[config.mk]
export PLATFORM = sky130hd
export DESIGN_NAME = axi_write_monitor
export DESIGN_NICKNAME = d
export VERILOG_FILES = /design/src/common/monitor_pkg.sv /design/src/common/monitor_event_if.sv /design/src/axi_trans_tracker/axi_trans_tracker.sv /design/src/axi_monitor_timeout/axi_monitor_timeout.sv /design/src/rtl/axi_monitor_event_gen.sv /design/src/rtl/monitor_event_fifo.sv /design/src/rtl/monitor_reporter.sv /design/src/rtl/axi_write_monitor.sv
export SDC_FILE = /design/constraint.sdc
export NUM_CORES = 2
export LEC_CHECK = 0
export ABC_AREA = 1
export BUFFER_PORTS_ARGS = -buffer_cell sky130_fd_sc_hd__buf_2
export CAP_MARGIN = 5
export CELL_PAD_IN_SITES_DETAIL_PLACEMENT = 0
export CELL_PAD_IN_SITES_GLOBAL_PLACEMENT = 1
export CORE_MARGIN = 2
export CORE_UTILIZATION = 42
export DETAILED_ROUTE_END_ITERATION = 8
export HOLD_SLACK_MARGIN = 0.02
export PLACE_DENSITY = 0.79
export SLEW_MARGIN = 20
export SYNTH_ARGS = -nofsm -noshare
export SYNTH_HDL_FRONTEND = slang
export SYNTH_SLANG_ARGS = --single-unit
export TNS_END_PERCENT = 50
[constraint.sdc]
create_clock -name aclk -period 5.3 [get_ports aclk]
set_input_delay 1.06 -clock aclk [delete_from_list [all_inputs] [get_ports aclk]]
set_output_delay 1.06 -clock aclk [all_outputs]
set_load 0.02 [all_outputs]
[src/common/monitor_pkg.sv]
package monitor_pkg;

    // AXI ID width, one table entry per ID
    localparam int id_width = 4;
    localparam int max_transactions = 2 ** id_width;

    // Write lifecycle of one table entry
    typedef enum logic [2:0] {
        trans_idle,
        trans_addr_phase,
        trans_data_phase,
        trans_resp_phase,
        trans_complete,
        trans_error
    } trans_state_t;

    // Table entry, all zero while idle
    typedef struct packed {
        logic         valid;
        trans_state_t state;
        logic         cmd_received;
        logic         data_started;
        logic         data_completed;
        logic         resp_received;
        logic [7:0]   beat_count;
    } bus_transaction_t;

    // Phase that ran out of ticks
    typedef enum logic [1:0] {
        evt_none,
        evt_cmd_timeout,
        evt_data_timeout,
        evt_resp_timeout
    } timeout_code_t;

    typedef enum logic [3:0] {
        pkt_completion = 4'd1,
        pkt_timeout    = 4'd2
    } pkt_type_t;

    // Timeout report, threshold of the phase that expired
    typedef struct packed {
        timeout_code_t         code;
        logic [id_width-1:0]   id;
        logic [3:0]            threshold;
        logic [17:0]           pad;
    } timeout_view_t;

    // Completion report
    typedef struct packed {
        logic [id_width-1:0]   id;
        logic [1:0]            bresp;
        logic [7:0]            beat_count;
        logic [13:0]           pad;
    } completion_view_t;

    // Lower 28 bits, decoded by pkt_type
    typedef union packed {
        timeout_view_t    tmo;
        completion_view_t comp;
    } pkt_body_u;

    typedef struct packed {
        pkt_type_t pkt_type;
        pkt_body_u body;
    } monitor_packet_t;

endpackage

[src/common/monitor_event_if.sv]
`timescale 1ns/10ps

interface monitor_event_if;

    // Write side
    logic                          push;
    monitor_pkg::monitor_packet_t  wdata;
    logic                          full;

    // Read side
    logic                          pop;
    monitor_pkg::monitor_packet_t  rdata;
    logic                          empty;

    modport writer (output push, output wdata, input full);

    modport buffer (
        input  push,
        input  wdata,
        output full,
        input  pop,
        output rdata,
        output empty
    );

    modport reader (output pop, input rdata, input empty);

endinterface

[src/axi_trans_tracker/axi_trans_tracker.sv]
`timescale 1ns/10ps

module axi_trans_tracker #(
    parameter int max_transactions = 16
) (
    input  logic                                  aclk,
    input  logic                                  arst_n,
    input  logic                                  awvalid,
    input  logic                                  awready,
    input  logic [monitor_pkg::id_width-1:0]      awid,
    input  logic [7:0]                            awlen,
    input  logic                                  wvalid,
    input  logic                                  wready,
    input  logic                                  wlast,
    input  logic                                  bvalid,
    input  logic                                  bready,
    input  logic [monitor_pkg::id_width-1:0]      bid,
    input  logic [1:0]                            bresp,
    input  logic [max_transactions-1:0]           timeout_detected,
    output monitor_pkg::bus_transaction_t         trans_table [max_transactions],
    output logic                                  comp_valid,
    output monitor_pkg::monitor_packet_t          comp_packet
);

    localparam int id_w = monitor_pkg::id_width;

    // Burst length per ID, from AW
    logic [7:0]      exp_len [max_transactions];

    // IDs in AW acceptance order, waiting for W data
    logic [id_w-1:0] w_queue [max_transactions];
    logic [id_w-1:0] q_wr_ptr;
    logic [id_w-1:0] q_rd_ptr;
    logic [id_w:0]   q_count;
    logic [id_w-1:0] head_id;
    logic            head_live;
    logic            aw_accept;
    logic            q_push;
    logic            q_pop;
    logic            w_hs;
    logic            b_hs;

    assign w_hs    = wvalid && wready;
    assign b_hs    = bvalid && bready;
    assign head_id = w_queue[q_rd_ptr];

    // AW handshake for an idle ID or one still waiting in addr phase
    assign aw_accept = awvalid && awready &&
        (trans_table[awid].state == monitor_pkg::trans_idle ||
         (trans_table[awid].state == monitor_pkg::trans_addr_phase &&
          !trans_table[awid].cmd_received));
    assign q_push = aw_accept && (q_count != (id_w+1)'(max_transactions));

    // Head still owns the W stream, otherwise it was retired
    always_comb begin
        head_live = 1'b0;
        if (q_count != '0) begin
            head_live = (trans_table[head_id].state == monitor_pkg::trans_addr_phase &&
                         trans_table[head_id].cmd_received) ||
                        trans_table[head_id].state == monitor_pkg::trans_data_phase;
        end
    end

    // Stale heads are skipped without taking a beat
    assign q_pop = (q_count != '0) && (!head_live || (w_hs && wlast));

    always_ff @(posedge aclk or negedge arst_n) begin
        if (!arst_n) begin
            for (int idx = 0; idx < max_transactions; idx++) begin
                trans_table[idx] <= '0;
            end
            comp_valid <= 1'b0;
            q_wr_ptr   <= '0;
            q_rd_ptr   <= '0;
            q_count    <= '0;
        end else begin
            comp_valid <= 1'b0;

            // Finished or failed entries go back to idle
            for (int idx = 0; idx < max_transactions; idx++) begin
                if (trans_table[idx].state == monitor_pkg::trans_complete ||
                    trans_table[idx].state == monitor_pkg::trans_error) begin
                    trans_table[idx] <= '0;
                end
            end

            // First sight of awvalid opens the entry
            if (awvalid && trans_table[awid].state == monitor_pkg::trans_idle) begin
                trans_table[awid].valid        <= 1'b1;
                trans_table[awid].state        <= monitor_pkg::trans_addr_phase;
                trans_table[awid].cmd_received <= awready;
            end else if (aw_accept) begin
                trans_table[awid].cmd_received <= 1'b1;
            end

            // W beat for the oldest command lacking data
            if (head_live && w_hs) begin
                trans_table[head_id].data_started <= 1'b1;
                trans_table[head_id].beat_count   <= trans_table[head_id].beat_count + 8'd1;
                if (!wlast) begin
                    trans_table[head_id].state <= monitor_pkg::trans_data_phase;
                end else if (trans_table[head_id].beat_count == exp_len[head_id]) begin
                    trans_table[head_id].data_completed <= 1'b1;
                    trans_table[head_id].state          <= monitor_pkg::trans_resp_phase;
                end else begin
                    // wlast off the awlen count, burst is dropped
                    trans_table[head_id].state <= monitor_pkg::trans_error;
                end
            end

            if (b_hs && trans_table[bid].state == monitor_pkg::trans_resp_phase) begin
                trans_table[bid].resp_received <= 1'b1;
                trans_table[bid].state         <= monitor_pkg::trans_complete;
                comp_valid                     <= 1'b1;
            end

            // Timeout wins over any channel update this cycle
            for (int idx = 0; idx < max_transactions; idx++) begin
                if (timeout_detected[idx] &&
                    (trans_table[idx].state == monitor_pkg::trans_addr_phase ||
                     trans_table[idx].state == monitor_pkg::trans_data_phase ||
                     trans_table[idx].state == monitor_pkg::trans_resp_phase)) begin
                    trans_table[idx].state <= monitor_pkg::trans_error;
                end
            end

            if (q_push) begin
                q_wr_ptr <= q_wr_ptr + 1'b1;
            end
            if (q_pop) begin
                q_rd_ptr <= q_rd_ptr + 1'b1;
            end
            q_count <= q_count + (id_w+1)'(q_push) - (id_w+1)'(q_pop);
        end
    end

    always_ff @(posedge aclk) begin
        if (q_push) begin
            w_queue[q_wr_ptr] <= awid;
        end
        if (aw_accept) begin
            exp_len[awid] <= awlen;
        end
        // Completion view, qualified by comp_valid
        if (b_hs) begin
            comp_packet                      <= '0;
            comp_packet.pkt_type             <= monitor_pkg::pkt_completion;
            comp_packet.body.comp.id         <= bid;
            comp_packet.body.comp.bresp      <= bresp;
            comp_packet.body.comp.beat_count <= trans_table[bid].beat_count;
        end
    end

endmodule

[src/axi_monitor_timeout/axi_monitor_timeout.sv]
`timescale 1ns/10ps

module axi_monitor_timeout #(
    parameter int max_transactions = 16
) (
    input  logic                           aclk,
    input  logic                           arst_n,
    input  monitor_pkg::bus_transaction_t  trans_table [max_transactions],
    input  logic                           timer_tick,
    input  logic [3:0]                     cfg_addr_cnt,
    input  logic [3:0]                     cfg_data_cnt,
    input  logic [3:0]                     cfg_resp_cnt,
    output logic [max_transactions-1:0]    timeout_detected,
    output monitor_pkg::timeout_code_t     timeout_code [max_transactions]
);

    // Active phase of each entry, coded as its timeout event
    monitor_pkg::timeout_code_t phase      [max_transactions];
    monitor_pkg::timeout_code_t last_phase [max_transactions];
    logic [3:0]                 thresh     [max_transactions];
    logic [3:0]                 tick_cnt   [max_transactions];

    always_comb begin
        for (int idx = 0; idx < max_transactions; idx++) begin
            phase[idx]  = monitor_pkg::evt_none;
            thresh[idx] = '0;
            if (trans_table[idx].valid) begin
                case (trans_table[idx].state)
                    // Waiting for awready
                    monitor_pkg::trans_addr_phase: begin
                        if (!trans_table[idx].cmd_received) begin
                            phase[idx]  = monitor_pkg::evt_cmd_timeout;
                            thresh[idx] = cfg_addr_cnt;
                        end
                    end
                    // Burst started, wlast not seen
                    monitor_pkg::trans_data_phase: begin
                        if (!trans_table[idx].data_completed) begin
                            phase[idx]  = monitor_pkg::evt_data_timeout;
                            thresh[idx] = cfg_data_cnt;
                        end
                    end
                    monitor_pkg::trans_resp_phase: begin
                        if (!trans_table[idx].resp_received) begin
                            phase[idx]  = monitor_pkg::evt_resp_timeout;
                            thresh[idx] = cfg_resp_cnt;
                        end
                    end
                    default: begin
                    end
                endcase
            end
        end
    end

    always_ff @(posedge aclk or negedge arst_n) begin
        if (!arst_n) begin
            timeout_detected <= '0;
            for (int idx = 0; idx < max_transactions; idx++) begin
                tick_cnt[idx]     <= '0;
                last_phase[idx]   <= monitor_pkg::evt_none;
                timeout_code[idx] <= monitor_pkg::evt_none;
            end
        end else begin
            for (int idx = 0; idx < max_transactions; idx++) begin
                last_phase[idx] <= phase[idx];
                // Fresh count on every phase change
                if (phase[idx] != last_phase[idx]) begin
                    tick_cnt[idx] <= '0;
                end else if (timer_tick && phase[idx] != monitor_pkg::evt_none &&
                             !timeout_detected[idx]) begin
                    if (tick_cnt[idx] >= thresh[idx]) begin
                        timeout_detected[idx] <= 1'b1;
                        timeout_code[idx]     <= phase[idx];
                    end else begin
                        tick_cnt[idx] <= tick_cnt[idx] + 4'd1;
                    end
                end
                // Sticky until the tracker retires the entry
                if (trans_table[idx].state == monitor_pkg::trans_complete ||
                    trans_table[idx].state == monitor_pkg::trans_error ||
                    trans_table[idx].state == monitor_pkg::trans_idle) begin
                    timeout_detected[idx] <= 1'b0;
                end
            end
        end
    end

endmodule

[src/rtl/axi_monitor_event_gen.sv]
`timescale 1ns/10ps

module axi_monitor_event_gen (
    input  logic                                      aclk,
    input  logic                                      arst_n,
    input  logic [monitor_pkg::max_transactions-1:0]  timeout_detected,
    input  monitor_pkg::timeout_code_t                timeout_code [monitor_pkg::max_transactions],
    input  logic [3:0]                                cfg_addr_cnt,
    input  logic [3:0]                                cfg_data_cnt,
    input  logic [3:0]                                cfg_resp_cnt,
    input  logic                                      cfg_timeout_enable,
    input  logic                                      comp_valid,
    input  monitor_pkg::monitor_packet_t              comp_packet,
    monitor_event_if.writer                           evt,
    output logic [7:0]                                drop_count
);

    localparam int n    = monitor_pkg::max_transactions;
    localparam int id_w = monitor_pkg::id_width;

    logic [n-1:0]    det_q;
    logic [n-1:0]    pending;
    logic [id_w-1:0] sel_id;
    logic [3:0]      sel_thresh;
    logic            tmo_push;

    // Lowest pending index wins
    always_comb begin
        sel_id = '0;
        for (int idx = n - 1; idx >= 0; idx--) begin
            if (pending[idx]) begin
                sel_id = id_w'(idx);
            end
        end
        case (timeout_code[sel_id])
            monitor_pkg::evt_cmd_timeout:  sel_thresh = cfg_addr_cnt;
            monitor_pkg::evt_data_timeout: sel_thresh = cfg_data_cnt;
            monitor_pkg::evt_resp_timeout: sel_thresh = cfg_resp_cnt;
            default:                       sel_thresh = '0;
        endcase
    end

    // Completion first, timeouts wait for room
    assign tmo_push = (|pending) && !comp_valid && !evt.full;
    assign evt.push = (comp_valid && !evt.full) || tmo_push;

    always_comb begin
        if (comp_valid) begin
            evt.wdata = comp_packet;
        end else begin
            evt.wdata                     = '0;
            evt.wdata.pkt_type            = monitor_pkg::pkt_timeout;
            evt.wdata.body.tmo.code       = timeout_code[sel_id];
            evt.wdata.body.tmo.id         = sel_id;
            evt.wdata.body.tmo.threshold  = sel_thresh;
        end
    end

    always_ff @(posedge aclk or negedge arst_n) begin
        if (!arst_n) begin
            det_q      <= '0;
            pending    <= '0;
            drop_count <= '0;
        end else begin
            det_q <= timeout_detected;
            if (tmo_push) begin
                pending[sel_id] <= 1'b0;
            end
            // New timeouts only while reporting is on
            for (int idx = 0; idx < n; idx++) begin
                if (timeout_detected[idx] && !det_q[idx] && cfg_timeout_enable) begin
                    pending[idx] <= 1'b1;
                end
            end
            // Completion lost on a full buffer
            if (comp_valid && evt.full && drop_count != 8'hff) begin
                drop_count <= drop_count + 8'd1;
            end
        end
    end

endmodule

[src/rtl/monitor_event_fifo.sv]
`timescale 1ns/10ps

module monitor_event_fifo #(
    parameter int fifo_depth = 4
) (
    input  logic               aclk,
    input  logic               arst_n,
    monitor_event_if.buffer    evt
);

    localparam int ptr_w = (fifo_depth > 1) ? $clog2(fifo_depth) : 1;
    localparam int cnt_w = $clog2(fifo_depth + 1);

    monitor_pkg::monitor_packet_t mem [fifo_depth];
    logic [ptr_w-1:0] wr_ptr;
    logic [ptr_w-1:0] rd_ptr;
    logic [cnt_w-1:0] count;
    logic             do_push;
    logic             do_pop;

    assign evt.full  = (count == cnt_w'(fifo_depth));
    assign evt.empty = (count == '0);
    assign evt.rdata = mem[rd_ptr];

    // Refused when full, ignored when empty
    assign do_push = evt.push && !evt.full;
    assign do_pop  = evt.pop && !evt.empty;

    always_ff @(posedge aclk or negedge arst_n) begin
        if (!arst_n) begin
            wr_ptr <= '0;
            rd_ptr <= '0;
            count  <= '0;
        end else begin
            // Pointers wrap at depth, not at a power of two
            if (do_push) begin
                wr_ptr <= (wr_ptr == ptr_w'(fifo_depth - 1)) ? '0 : wr_ptr + 1'b1;
            end
            if (do_pop) begin
                rd_ptr <= (rd_ptr == ptr_w'(fifo_depth - 1)) ? '0 : rd_ptr + 1'b1;
            end
            count <= count + cnt_w'(do_push) - cnt_w'(do_pop);
        end
    end

    always_ff @(posedge aclk) begin
        if (do_push) begin
            mem[wr_ptr] <= evt.wdata;
        end
    end

endmodule

[src/rtl/monitor_reporter.sv]
`timescale 1ns/10ps

module monitor_reporter (
    input  logic                          aclk,
    input  logic                          arst_n,
    monitor_event_if.reader               evt,
    output logic                          pkt_valid,
    output monitor_pkg::monitor_packet_t  pkt_data,
    output logic [7:0]                    timeout_count,
    output logic [7:0]                    completion_count
);

    // No back-pressure, drain every cycle
    assign evt.pop = !evt.empty;

    always_ff @(posedge aclk or negedge arst_n) begin
        if (!arst_n) begin
            pkt_valid        <= 1'b0;
            timeout_count    <= '0;
            completion_count <= '0;
        end else begin
            pkt_valid <= evt.pop;
            if (evt.pop) begin
                // Saturating per-type counters
                case (evt.rdata.pkt_type)
                    monitor_pkg::pkt_timeout: begin
                        if (timeout_count != 8'hff) begin
                            timeout_count <= timeout_count + 8'd1;
                        end
                    end
                    monitor_pkg::pkt_completion: begin
                        if (completion_count != 8'hff) begin
                            completion_count <= completion_count + 8'd1;
                        end
                    end
                    default: begin
                    end
                endcase
            end
        end
    end

    always_ff @(posedge aclk) begin
        if (evt.pop) begin
            pkt_data <= evt.rdata;
        end
    end

endmodule

[src/rtl/axi_write_monitor.sv]
`timescale 1ns/10ps

module axi_write_monitor #(
    parameter int event_fifo_depth = 4
) (
    input  logic                              aclk,
    input  logic                              arst_n,
    input  logic                              awvalid,
    input  logic                              awready,
    input  logic [monitor_pkg::id_width-1:0]  awid,
    input  logic [7:0]                        awlen,
    input  logic                              wvalid,
    input  logic                              wready,
    input  logic                              wlast,
    input  logic                              bvalid,
    input  logic                              bready,
    input  logic [monitor_pkg::id_width-1:0]  bid,
    input  logic [1:0]                        bresp,
    input  logic                              timer_tick,
    input  logic [3:0]                        cfg_addr_cnt,
    input  logic [3:0]                        cfg_data_cnt,
    input  logic [3:0]                        cfg_resp_cnt,
    input  logic                              cfg_timeout_enable,
    output logic                              pkt_valid,
    output logic [31:0]                       pkt_data,
    output logic [7:0]                        timeout_count,
    output logic [7:0]                        completion_count,
    output logic [7:0]                        drop_count
);

    localparam int n = monitor_pkg::max_transactions;

    monitor_pkg::bus_transaction_t trans_table [n];
    monitor_pkg::timeout_code_t    timeout_code [n];
    logic [n-1:0]                  timeout_detected;
    logic                          comp_valid;
    monitor_pkg::monitor_packet_t  comp_packet;

    // Event path, generator to FIFO to reporter
    monitor_event_if evt ();

    axi_trans_tracker #(
        .max_transactions (n)
    ) u_tracker (
        .aclk, .arst_n,
        .awvalid, .awready, .awid, .awlen,
        .wvalid, .wready, .wlast,
        .bvalid, .bready, .bid, .bresp,
        .timeout_detected, .trans_table,
        .comp_valid, .comp_packet
    );

    axi_monitor_timeout #(
        .max_transactions (n)
    ) u_timeout (
        .aclk, .arst_n, .trans_table, .timer_tick,
        .cfg_addr_cnt, .cfg_data_cnt, .cfg_resp_cnt,
        .timeout_detected, .timeout_code
    );

    axi_monitor_event_gen u_event_gen (
        .aclk, .arst_n, .timeout_detected, .timeout_code,
        .cfg_addr_cnt, .cfg_data_cnt, .cfg_resp_cnt, .cfg_timeout_enable,
        .comp_valid, .comp_packet,
        .evt        (evt.writer),
        .drop_count
    );

    monitor_event_fifo #(
        .fifo_depth (event_fifo_depth)
    ) u_fifo (
        .aclk, .arst_n,
        .evt        (evt.buffer)
    );

    monitor_reporter u_reporter (
        .aclk, .arst_n,
        .evt        (evt.reader),
        .pkt_valid, .pkt_data,
        .timeout_count, .completion_count
    );

endmodule

==> metrics <==
worst-margin pin slew 1135 ps; #FFs+latches synth ~750; post-CTS setup buffers 0; Max Slew Vio Count 0; chip width 313.4 microns; clk_lat worst skew about 680 ps; clock power share 0.229; Synth Cell Area about 40,000 sq um; post-CTS sizing 0; Worst Skew 34.11 ps; crit-path max FO 217; die height 313.4 microns; P_int about 14 mW; DR vias/cell 5.505; Vias 34,760; Main synth FF type dfrtp_1; WL met2 approximately 62,000 microns; crit path DAT 5330 ps; Sw Share 0.4761; Clock Pin Slew Worst Setup and Hold Paths 60 ps; Initial Utilization 0.4237; Top-Level Pins between 90 and 100; most common cell after layout, fill and taps aside nand2_1; met3 WL around 10,000 microns; Setup crit start kind flip-flop; most frequent cells in the layout nand2_1, inv_1, dfrtp_1, o21ai_0, nand3_1; drt pass-1 iters 8; Final Setup Violations 0; Post-Syn Instances slightly below 5,000; Final period util 0.8927; LEAKAGE 20.77 nW; unrepaired setup endpoints after global routing no; routability cong. between 1 and 1.5; Worst Hold Launch u_event_gen.det_q[3]; fin crit period 4731 ps; fmax 0.2114 GHz; clock buffer count from CTS 86; starting DRC count in detailed routing 3,950; area delta synth->final 11.50%; drc violations 0; worst slack at placement 543.6 ps; combinational group share of total power 0.461; sequential fraction of the synthesis area 0.5012; CTS tree built; die area between 90,000 and 100,000 sq um; Crit Path Class reg -> reg; share of synthesized flip-flops with an asynchronous set or reset 0.6176; vias in the first global route 33,200; final hold violations 0; status complete, no violations; Final TNS setup 0 ps; DR WL/cell 22.11 microns; H-tree levels 3; Synth cell types 54; nets@finish ~5,100; critical path required time a little under 6000 ps; Worst Setup End Kind flip-flop; initial antenna violation count 4; HP Class reg -> reg; core area 94,870 sq um; total grt overflow 0; Clock Path Buffers 3; All-Layer GR Usage 0.2840; hpwl dp ~100,000 microns; Cell Rows 113; DR top layer met5; Avg Inst Size Synth 8.182 sq um; sequential power share 0.310; # port buffers approximately 80; Max-slew headroom 0.2361; P per Cell Area 600.9 nW/um^2; M1 wire length 60,320 microns; Layout fillers 9,312; largest net degree at the start of global routing 218; Max VDD drop 0.7322 mV; hold_buf cts 0; EDFF count, synth 286; Antenna Nets Post-Route 0; r2r startpoint u_tracker.q_rd_ptr[1]; Warnings, synthesis 0; Routed WL 139,600 microns; crit path launch u_tracker.q_rd_ptr[1]; clock sink count ~750; Sw Pwr approximately 13 mW; post-route setup slack 568.6 ps; share of layout cells above drive strength 1 0.07909; CTS root buffer clkbuf_16; MaxCap Viol Count 0; global-route wire length before repair 211,300 microns
-- layer usage --
metal / up-vias / track usage
met5: - / 0
met4: 6 / 0.1286
met3: 297 / 0.04823
met2: 1444 / 0.4434
met1: 16610 / 0.3884
li1: 16400 / -
-- logic make-up after synthesis --
family,count (synthesis),synth area share
simple gates,2323,0.2433
compound gates,846,0.1205
buf+inv,813,0.08388
flops,748,0.5012
fa+ha+maj,104,0.03274
xor+xnor,68,0.01556
mux,10,0.002646
other cells,1,0.00009329
-- worst max-delay path, cell delays in order, from the launching register on --
cell and delay [ps]:
dfrtp_1 700, o21ai_0 170, o211ai_1 220, nand4_2 340, nand2_8 380, buf_12 620, nand2_1 100, o21ai_1 110
nand2_1 70, nand2_1 120, nand2_1 60, nand2_1 120, nor2_1 120, nor3_4 270, nand3_1 170, xor2_2 720
nand2_1 130, nand2_1 120
-- cell type report --
| class | instances | area [sq um] | area share |
|---|---|---|---|
| inverters | 604 | 2270 | 0.05064 |
| multi-input cells | 3367 | 16770 | 0.3741 |
| well taps | 1265 | 1583 | 0.03531 |
| flip-flops and latches | 748 | 20150 | 0.4495 |
| clock inverters | 49 | 565.5 | 0.01262 |
| diodes | 4 | 10.01 | 0.0002233 |
| clock buffers | 110 | 2355 | 0.05253 |
| repair buffers | 167 | 1124 | 0.02507 |
-- power by group through the flow --
stage	Clock [mW]	Sequential, mW	Combinational (mW)
floorplan	0	8.04	8.49
global placement	0	8.40	12.1
detailed placement	0	8.41	12.2
CTS	6.26	8.31	12.3
global route	6.51	8.45	13.8
finish	6.16	8.36	12.4
-- metrics by stage --
| step | utilization | hold slack, ps | power [mW] | cell area, sq um | cells |
|---|---|---|---|---|---|
| after detailed placement | 0.4416 | 419.5 | 20.64 | 41890 | 6151 |
| after global routing | 0.4724 | 430.9 | 28.71 | 44810 | 6310 |
| after floorplan | - | 395.9 | 16.53 | 40250 | 4928 |
| after CTS | 0.4724 | 411.8 | 26.84 | 44810 | 6310 |
| after global placement | 0.4416 | 413.8 | 20.54 | 41890 | 6151 |
| final | 0.4725 | 405.3 | 26.93 | 44820 | 6314 |
-- cell usage after synthesis (all sizes together), types with 6 or more instances --
master,count,area share
nor2,328,0.032
o221ai,65,0.014
dfrtp,462,0.29
edfxtp,286,0.21
o211ai,22,0.0041
nor3,41,0.0055
a21oi,118,0.015
clkinv,10,0.00093
a22oi,21,0.0039
o21ai,480,0.060
inv,594,0.056
xnor2,10,0.0022
or2,34,0.0053
a211oi,19,0.0035
nand3b,22,0.0041
nor4,18,0.0028
and3,16,0.0025
a2bb2oi,6,0.0013
nand3,335,0.042
nand4,87,0.014
buf,105,0.018
nand2,1442,0.14
a31oi,27,0.0042
clkbuf,104,0.0097
o22ai,79,0.012
ha,102,0.032
xor2,58,0.013
-- final timing paths --
| kind | end | slack, ps | depth (start not counted) |
|---|---|---|---|
| worst max-delay path | u_tracker.trans_table[53] | 570 | 17 |
| worst min-delay path | u_event_gen.pending[3] | 410 | 1 |
| worst max register to register | u_tracker.trans_table[53] | 570 | 17 |
| worst min register to register | u_event_gen.pending[3] | 410 | 1 |
| max in group asynchronous | u_tracker.trans_table[16] | 3670 | 2 |
| min in group asynchronous | u_timeout.timeout_detected[12] | 460 | 1 |
-- flip-flops by register name, indices dropped and copies added, names as in the netlist, 32 cells and up --
| name | count |
|---|---|
| u_tracker.exp_len | 128 |
| u_tracker.w_queue | 64 |
| u_timeout.tick_cnt | 64 |
| u_tracker.trans_table | 240 |
| u_timeout.last_phase | 32 |
| u_fifo.mem | 64 |
| u_timeout.timeout_code | 32 |
Power figures use the tool's default switching activity.
